`src/include/mvu_settings.svh`:
```
`ifndef MVU_SETTINGS_SVH
`define MVU_SETTINGS_SVH

// Lanes per bit-plane word
`define MVU_LANES       16

// Precision fields hold length - 1, so 3 bits cover up to 8-bit operands
`define MVU_BPREC       3

// Weight and data memories
`define MVU_MEM_DEPTH   64
`define MVU_ADDR_W      6

// Datapath widths
`define MVU_CNT_W       5    // Popcount of 16 lanes
`define MVU_SHIFT_W     4    // Max bit weight is 7 + 7
`define MVU_ACC_W       24

// Pipeline latencies
`define MVU_RD_LATENCY  1
`define MVU_PC_STAGES   1

`endif

```
`src/source/mvu_job_pkg.sv`:
```
`default_nettype none

`include "mvu_settings.svh"

package mvu_job_pkg;

    // One job as seen by the host and the register block
    typedef struct packed {
        logic [`MVU_BPREC-1:0]  wprecision;  // Weight bits - 1
        logic [`MVU_BPREC-1:0]  iprecision;  // Input bits - 1
        logic [`MVU_ADDR_W-1:0] wbaseaddr;   // Weight plane of bit 0
        logic [`MVU_ADDR_W-1:0] ibaseaddr;   // Input plane of bit 0
        logic                   w_signed;
        logic                   d_signed;
    } job_cfg_t;

endpackage

`default_nettype wire

```
`src/source/mvu_dp_pkg.sv`:
```
`default_nettype none

`include "mvu_settings.svh"

package mvu_dp_pkg;

    // Bit b of every lane, lane k in bit k
    typedef logic [`MVU_LANES-1:0] plane_t;

    // Host write into one of the two memories
    typedef struct packed {
        logic                   en;
        logic                   sel;   // 1 selects the weight memory
        logic [`MVU_ADDR_W-1:0] addr;
        plane_t                 word;
    } mem_wr_t;

    // Control that travels with one bit-pair term
    typedef struct packed {
        logic                    valid;
        logic                    first;  // Load instead of add
        logic                    last;
        logic                    neg;
        logic [`MVU_SHIFT_W-1:0] shift;  // Sum of both bit indices
    } acc_ctrl_t;

endpackage

`default_nettype wire

```
`src/source/mvu_job_regs.sv`:
```
`timescale 1ns/10ps
`default_nettype none

`include "mvu_settings.svh"

module mvu_job_regs
    import mvu_job_pkg::*;
(
    input  logic     intf,
    input  logic     rst_n,
    input  logic     start,
    input  job_cfg_t job,
    input  logic     busy,
    output job_cfg_t cfg,
    output logic     go
);

    logic accept;

    // The go cycle is also refused since busy only rises the cycle after it
    assign accept = start & ~busy & ~go;

    always_ff @(posedge intf or negedge rst_n) begin
        if (!rst_n) begin
            cfg <= '0;
            go  <= 1'b0;
        end else begin
            go <= accept;         // Delayed start, lines up with cfg
            if (accept) begin
                cfg <= job;
            end
        end
    end

endmodule

`default_nettype wire

```
`src/source/mvu_sequencer.sv`:
```
`timescale 1ns/10ps
`default_nettype none

`include "mvu_settings.svh"

module mvu_sequencer
    import mvu_job_pkg::*;
    import mvu_dp_pkg::*;
(
    input  logic                   intf,
    input  logic                   rst_n,
    input  logic                   go,
    input  job_cfg_t               cfg,
    output logic [`MVU_ADDR_W-1:0] waddr,
    output logic [`MVU_ADDR_W-1:0] daddr,
    output acc_ctrl_t              ctrl,
    output logic                   busy
);

    // Cycles from the last term leaving here to result_valid in the datapath
    localparam int DRAIN = `MVU_RD_LATENCY + `MVU_PC_STAGES;

    logic [`MVU_BPREC-1:0] ibit;   // Current input bit
    logic [`MVU_BPREC-1:0] wbit;   // Current weight bit
    logic                  run;
    logic [1:0]            drain;
    logic                  i_msb;
    logic                  w_msb;

    assign i_msb = (ibit == cfg.iprecision);
    assign w_msb = (wbit == cfg.wprecision);

    // Planes sit at base + bit index
    assign waddr = cfg.wbaseaddr + `MVU_ADDR_W'(wbit);
    assign daddr = cfg.ibaseaddr + `MVU_ADDR_W'(ibit);

    always_comb begin
        ctrl.valid = run;
        ctrl.first = run & i_msb & w_msb;
        ctrl.last  = run & (ibit == '0) & (wbit == '0);
        // Signed MSB carries negative weight, two of them cancel
        ctrl.neg   = run & ((cfg.d_signed & i_msb) ^ (cfg.w_signed & w_msb));
        ctrl.shift = `MVU_SHIFT_W'(ibit) + `MVU_SHIFT_W'(wbit);
    end

    always_ff @(posedge intf or negedge rst_n) begin
        if (!rst_n) begin
            ibit  <= '0;
            wbit  <= '0;
            run   <= 1'b0;
            drain <= '0;
            busy  <= 1'b0;
        end else if (go) begin
            // Start at the MSB pair
            ibit <= cfg.iprecision;
            wbit <= cfg.wprecision;
            run  <= 1'b1;
            busy <= 1'b1;
        end else if (run) begin
            if (wbit == '0) begin
                wbit <= cfg.wprecision;   // Weight loop wraps
                if (ibit == '0) begin
                    run   <= 1'b0;
                    drain <= 2'(DRAIN);
                end else begin
                    ibit <= ibit - 1'b1;
                end
            end else begin
                wbit <= wbit - 1'b1;
            end
        end else if (drain != '0) begin
            drain <= drain - 1'b1;
            // Same edge that raises result_valid
            if (drain == 2'd1) begin
                busy <= 1'b0;
            end
        end
    end

endmodule

`default_nettype wire

```
`src/source/bitplane_mem.sv`:
```
`timescale 1ns/10ps
`default_nettype none

`include "mvu_settings.svh"

module bitplane_mem
    import mvu_dp_pkg::*;
(
    input  logic                   intf,
    input  logic                   wr_en,
    input  logic [`MVU_ADDR_W-1:0] wr_addr,
    input  plane_t                 wr_word,
    input  logic [`MVU_ADDR_W-1:0] rd_addr,
    output plane_t                 rd_word
);

    plane_t mem [`MVU_MEM_DEPTH];

    always_ff @(posedge intf) begin
        if (wr_en) begin
            mem[wr_addr] <= wr_word;
        end
        rd_word <= mem[rd_addr];   // One cycle read latency
    end

endmodule

`default_nettype wire

```
`src/source/mvu_datapath.sv`:
```
`timescale 1ns/10ps
`default_nettype none

`include "mvu_settings.svh"

module mvu_datapath
    import mvu_dp_pkg::*;
(
    input  logic                         intf,
    input  logic                         rst_n,
    input  acc_ctrl_t                    ctrl,
    input  plane_t                       wword,
    input  plane_t                       dword,
    output logic signed [`MVU_ACC_W-1:0] result,
    output logic                         result_valid
);

    // Control waits for the memory read and the popcount register
    localparam int DLY = `MVU_RD_LATENCY + `MVU_PC_STAGES;

    acc_ctrl_t                    ctrl_q [DLY];
    acc_ctrl_t                    ctrl_acc;
    plane_t                       and_word;
    logic [`MVU_CNT_W-1:0]        pc_next;
    logic [`MVU_CNT_W-1:0]        pc_q;
    logic signed [`MVU_ACC_W-1:0] term_mag;
    logic signed [`MVU_ACC_W-1:0] term;
    logic signed [`MVU_ACC_W-1:0] acc;

    // One bit product per lane
    assign and_word = wword & dword;

    always_comb begin
        pc_next = '0;
        for (int k = 0; k < `MVU_LANES; k++) begin
            pc_next = pc_next + `MVU_CNT_W'(and_word[k]);
        end
    end

    always_ff @(posedge intf) begin
        pc_q <= pc_next;
    end

    always_ff @(posedge intf or negedge rst_n) begin
        if (!rst_n) begin
            for (int s = 0; s < DLY; s++) begin
                ctrl_q[s] <= '0;
            end
        end else begin
            ctrl_q[0] <= ctrl;
            for (int s = 1; s < DLY; s++) begin
                ctrl_q[s] <= ctrl_q[s-1];
            end
        end
    end

    assign ctrl_acc = ctrl_q[DLY-1];

    // Count weighted by 2^(i+w), sign from the MSB rule
    assign term_mag = {{(`MVU_ACC_W-`MVU_CNT_W){1'b0}}, pc_q} << ctrl_acc.shift;
    assign term     = ctrl_acc.neg ? -term_mag : term_mag;

    always_ff @(posedge intf or negedge rst_n) begin
        if (!rst_n) begin
            acc          <= '0;
            result_valid <= 1'b0;
        end else begin
            if (ctrl_acc.valid) begin
                acc <= ctrl_acc.first ? term : acc + term;
            end
            result_valid <= ctrl_acc.valid & ctrl_acc.last;
        end
    end

    assign result = acc;   // Held until the next job loads

endmodule

`default_nettype wire

```
`src/source/mvu_top.sv`:
```
`timescale 1ns/10ps
`default_nettype none

`include "mvu_settings.svh"

module mvu_top
    import mvu_job_pkg::*;
    import mvu_dp_pkg::*;
(
    input  logic                         intf,
    input  logic                         rst_n,
    input  logic                         start,
    input  job_cfg_t                     job,
    input  mem_wr_t                      mem_wr,
    output logic                         busy,
    output logic signed [`MVU_ACC_W-1:0] result,
    output logic                         result_valid
);

    job_cfg_t               cfg;
    logic                   go;
    logic [`MVU_ADDR_W-1:0] waddr;
    logic [`MVU_ADDR_W-1:0] daddr;
    acc_ctrl_t              ctrl;
    plane_t                 wword;
    plane_t                 dword;

    mvu_job_regs u_job_regs (
        .intf  (intf),
        .rst_n (rst_n),
        .start (start),
        .job   (job),
        .busy  (busy),
        .cfg   (cfg),
        .go    (go)
    );

    mvu_sequencer u_sequencer (
        .intf  (intf),
        .rst_n (rst_n),
        .go    (go),
        .cfg   (cfg),
        .waddr (waddr),
        .daddr (daddr),
        .ctrl  (ctrl),
        .busy  (busy)
    );

    // Host writes go to one memory by sel
    bitplane_mem weight_mem (
        .intf    (intf),
        .wr_en   (mem_wr.en & mem_wr.sel),
        .wr_addr (mem_wr.addr),
        .wr_word (mem_wr.word),
        .rd_addr (waddr),
        .rd_word (wword)
    );

    bitplane_mem data_mem (
        .intf    (intf),
        .wr_en   (mem_wr.en & ~mem_wr.sel),
        .wr_addr (mem_wr.addr),
        .wr_word (mem_wr.word),
        .rd_addr (daddr),
        .rd_word (dword)
    );

    mvu_datapath u_datapath (
        .intf         (intf),
        .rst_n        (rst_n),
        .ctrl         (ctrl),
        .wword        (wword),
        .dword        (dword),
        .result       (result),
        .result_valid (result_valid)
    );

endmodule

`default_nettype wire

```
`config.mk`:
```
export PLATFORM = sky130hd
export DESIGN_NAME = mvu_top
export DESIGN_NICKNAME = d
export VERILOG_FILES = /design/src/source/mvu_job_pkg.sv /design/src/source/mvu_dp_pkg.sv /design/src/source/mvu_job_regs.sv /design/src/source/mvu_sequencer.sv /design/src/source/bitplane_mem.sv /design/src/source/mvu_datapath.sv /design/src/source/mvu_top.sv
export VERILOG_INCLUDE_DIRS = /design/src /design/src/include
export SDC_FILE = /design/constraint.sdc
export NUM_CORES = 2
export LEC_CHECK = 0
export ABC_AREA = 1
export BUFFER_PORTS_ARGS = -buffer_cell sky130_fd_sc_hd__buf_2
export CORE_MARGIN = 5
export CORE_UTILIZATION = 45
export DETAILED_ROUTE_END_ITERATION = 7
export GPL_ROUTABILITY_DRIVEN = 0
export GPL_TIMING_DRIVEN = 0
export HOLD_SLACK_MARGIN = 0.03
export PLACE_DENSITY = 0.63
export SKIP_CTS_REPAIR_TIMING = 1
export SLEW_MARGIN = 0
export SYNTH_ARGS = -nofsm -noshare
export SYNTH_HDL_FRONTEND = slang
export SYNTH_SLANG_ARGS = --single-unit
```
`constraint.sdc`:
```
create_clock -name intf -period 4 [get_ports intf]
set_input_delay 1.2 -clock intf [delete_from_list [all_inputs] [get_ports intf]]
set_output_delay 1.2 -clock intf [all_outputs]
set_load 0.02 [all_outputs]
```
==> results.rst <==
.. list-table::
   :header-rows: 1

   * - Metric
     - Value
   * - Worst setup skew after layout
     - 41.8 ps
   * - Combined area of all synthesized cells
     - 89200 sq um
   * - List of cells traversed by the critical path
     - clkbuf_1 > nor3_1 > clkinv_1 > nor3_2 > buf_6
   * - Overall overflow remaining after global route
     - 0
   * - Worst Reg2Reg Path Length in Cells
     - 12
   * - Placement Setup Slack
     - -764 ps
   * - Top-level port count
     - 73
   * - R2R Path Start
     - u_sequencer.ibit[0]$_DFFE_PN0P_
   * - Main combinational cell family by area after synthesis
     - compound AO/OA/AOI/OAI gates
   * - Fillers
     - 16600
   * - Layout overhead on the synthesized area
     - 14.8%
   * - Reg-to-Reg End
     - data_mem.rd_word[12]$_DFF_P_
   * - Global Route met1 Usage
     - 0.352
   * - Count of flip-flops with a built-in enable after synthesis
     - 2048
   * - Count of port buffers added during placement
     - 70
   * - Level count of the clock H-tree
     - 4
   * - Number of buffers added by the clock tree synthesis step
     - 210
   * - Leading cell types in the layout, fill and taps excluded
     - 2048 x edfxtp_1, 1553 x nor2_1, 560 x o21ai_0, 556 x nand2_1, 475 x o32ai_1
   * - WHS
     - 193 ps
   * - GRT Max-Usage Layer
     - met2
   * - Worst stage delay on the critical path
     - 1240 ps
   * - Share of cells above drive strength 1
     - 0.126
   * - Hold Vio Cnt, Final
     - 0
   * - HPWL after detailed placement
     - 183 mm
   * - Mean instance size in the synthesized netlist
     - 12.6 sq um
   * - Maximum clock path buffer count
     - 3
   * - Vias in the first global route
     - 58800
   * - Final clock period utilization by the worst path
     - 1.06
   * - Horizontal die dimension
     - 455 um
   * - Core utilization of the finished layout
     - 0.519
   * - Worst path arrival time
     - 4800 ps
   * - Actual transition at the worst max-transition pin
     - 1550 ps
   * - Remaining antenna violation count
     - 0
   * - Area of the core region
     - 197000 sq um
   * - Register-to-register path setup slack
     - -40 ps
   * - Path type of the worst min-delay path
     - in -> async
   * - Via count
     - 61600
   * - Nature of the critical path endpoint
     - flip-flop
   * - Compound-gate portion of the synthesized area
     - 0.112
   * - Worst setup margin
     - -247 ps
   * - Final wirelength
     - 274 mm
   * - Worst rel slew slack
     - -0.0365
   * - Synthesized-area fraction occupied by xor and xnor cells
     - 0.00387
   * - Failing checks
     - design-rule violations, max-capacitance violations, max-slew violations, negative setup slack
   * - Fraction of the mapped netlist area in adder cells
     - 0.0106
   * - Final critical-path required period
     - 4250 ps
   * - Worst Path Class, Setup
     - in -> reg
   * - Gate Count Post-Synth
     - 7080
   * - Share of synthesized area spent on multiplexers
     - 0.00404
   * - Drt first-iter violations
     - 8182
   * - Fraction of synthesis flops using an asynchronous set or reset pin
     - 0.0334
   * - Number of setup violations in the final report
     - 158
   * - Prevailing post-synth register cell
     - edfxtp_1
   * - Antenna violations before repair
     - 11
   * - Data required time at the worst endpoint
     - 4550 ps
   * - Kind of cell with the highest combined delay on the critical path
     - simple AND/OR/NAND/NOR gates
   * - Number of synthesis warnings
     - 0
   * - Startpoint class of the critical path
     - input pin
   * - Highest net fanout along the worst path
     - 10
   * - Run status
     - complete, but fails checks
   * - Slowest-stage cell, CP
     - clkinv_1
   * - Most frequent standard cell in the layout excluding fill and tap cells
     - edfxtp_1
   * - Layout Nets
     - 7629
   * - Vert. Die Dim
     - 455 um
   * - Core Rows
     - 163
   * - Share of the yosys chip area belonging to registers
     - 0.718
   * - Routing usage on met2
     - 0.401
   * - Number of unique standard cell types used by synthesis
     - 54
   * - Vias per inst
     - 5.95
   * - Clk Tree Root Cell
     - clkbuf_16
   * - RSZ-0062 raised after global routing
     - true
   * - DR DRC count
     - 2
   * - CTS tree
     - yes
   * - Met3 Usage GRT
     - 0.0604
   * - Clock-pin slew reported for the worst setup and hold paths after clock tree synthesis
     - 60 ps
   * - Clock latency on the worst-skew pair
     - 880 ps
   * - #FFs+latches synth
     - 2157
   * - Largest net degree at the start of global routing
     - 101
   * - Max-slew violations
     - 11
   * - Total track usage
     - 0.259
   * - Number of buffers and inverters on the critical path
     - 3
   * - Router iterations before antenna repair
     - 8
   * - Starting Density
     - 0.453
   * - Fmax
     - 235 MHz
   * - Area share of and/or/nand/nor cells after synthesis
     - 0.110
   * - Wire length of the first global-routing pass
     - 396 mm
   * - Sink count of the clock tree
     - 2157
   * - Routed len/inst
     - 26.5 um
   * - Full die area
     - 207000 sq um
   * - Max-Cap Viols
     - 2
   * - Post-synthesis net count
     - 7194
==> how the worst max path moves through the flow <==
stage	startpoint	end	slack (ps)	cells past startpoint
after CTS	u_sequencer.wbit[0]$_DFFE_PN0P_	weight_mem.rd_word[6]$_DFF_P_	-470	9
after global routing	weight_mem.rd_word[1]$_DFF_P_	u_datapath.pc_q[2]$_DFF_P_	2	11
after detailed placement	mem_wr[16]	data_mem.mem[51][5]$_DFFE_PP_	-760	5
final	mem_wr[16]	weight_mem.mem[4][11]$_DFFE_PP_	-250	5
after global placement	mem_wr[16]	weight_mem.mem[4][10]$_DFFE_PP_	-2210	4
after floorplan	weight_mem.rd_word[1]$_DFF_P_	u_datapath.pc_q[2]$_DFF_P_	370	11
==> stage by stage <==
stage / setup TNS, ps / cell area (sq um) / cells
floorplan: 0 / 89200 / 7080
global placement: -2637240 / 92900 / 9790
detailed placement: -455370 / 95700 / 9943
CTS: -9120 / 102000 / 10300
global route: 0 / 102000 / 10300
finish: -13890 / 102000 / 10300
==> state kept, by name, indices dropped and copies added, names as in the netlist, 2 cells and up <==
name	cells
data_mem.mem	1024
weight_mem.mem	1024
u_datapath.result	24
u_job_regs.cfg	20
data_mem.rd_word	16
weight_mem.rd_word	16
u_datapath.ctrl_acc	8
u_datapath.ctrl_q	8
u_datapath.pc_q	5
u_sequencer.ibit	3
u_sequencer.wbit	3
u_sequencer.drain	2
==> worst register-to-register path: cells and delay by family (launching register included) <==
| kind | cells | cell delay (ps) |
|---|---|---|
| compound gates | 3 | 630 |
| buf+inv | 4 | 1100 |
| fa+ha+maj | 2 | 940 |
| flops | 1 | 460 |
| simple gates | 3 | 760 |
==> layer usage <==
metal	vias to the layer above	wire [um]
met1	30500	107000
met4	4	12900
met5	-	161
li1	26900	-
met3	620	29600
met2	3577	125000
==> cell families (layout without fill, tap and decap cells) <==
group,after synthesis,count (layout)
AO/OA/AOI/OAI,1477,1477
buffers and inverters,840,1451
adder cells (fa/ha/maj),67,67
multiplexers,36,36
flip-flops,2157,2157
AND/OR/NAND/NOR,2467,2467
XOR/XNOR,36,36
other,0,11
==> synth_stat cells, types with 46 or more instances <==
cell type / instances / area (sq um)
edfxtp_1: 2048 / 61500
nor2_1: 1572 / 5900
o21ai_0: 562 / 2810
nand2_1: 557 / 2090
o32ai_1: 476 / 4170
inv_1: 348 / 1310
o211ai_1: 261 / 1960
clkbuf_1: 254 / 953
nand3_1: 153 / 766
buf_2: 140 / 701
nor3_1: 124 / 621
dfrtp_1: 72 / 1800
a21oi_1: 68 / 340
ha_1: 53 / 663
a31oi_1: 46 / 288
==> area by class of cell <==
class                   instances  area (sq um)  area share
flip-flops and latches       2157         64000       0.625
multi-input cells            4083         22200       0.217
clock buffers                 273          5660      0.0552
well taps                    2640          3300      0.0322
repair buffers                223          2560      0.0250
plain buffers                 477          2380      0.0232
inverters                     363          1380      0.0135
clock inverters               115           858     0.00838
diodes                         11          27.5    0.000269
Power is left out: the tool's default activity adds up to more than one toggle a clock period on the data nets, which glitch-free logic cannot reach.
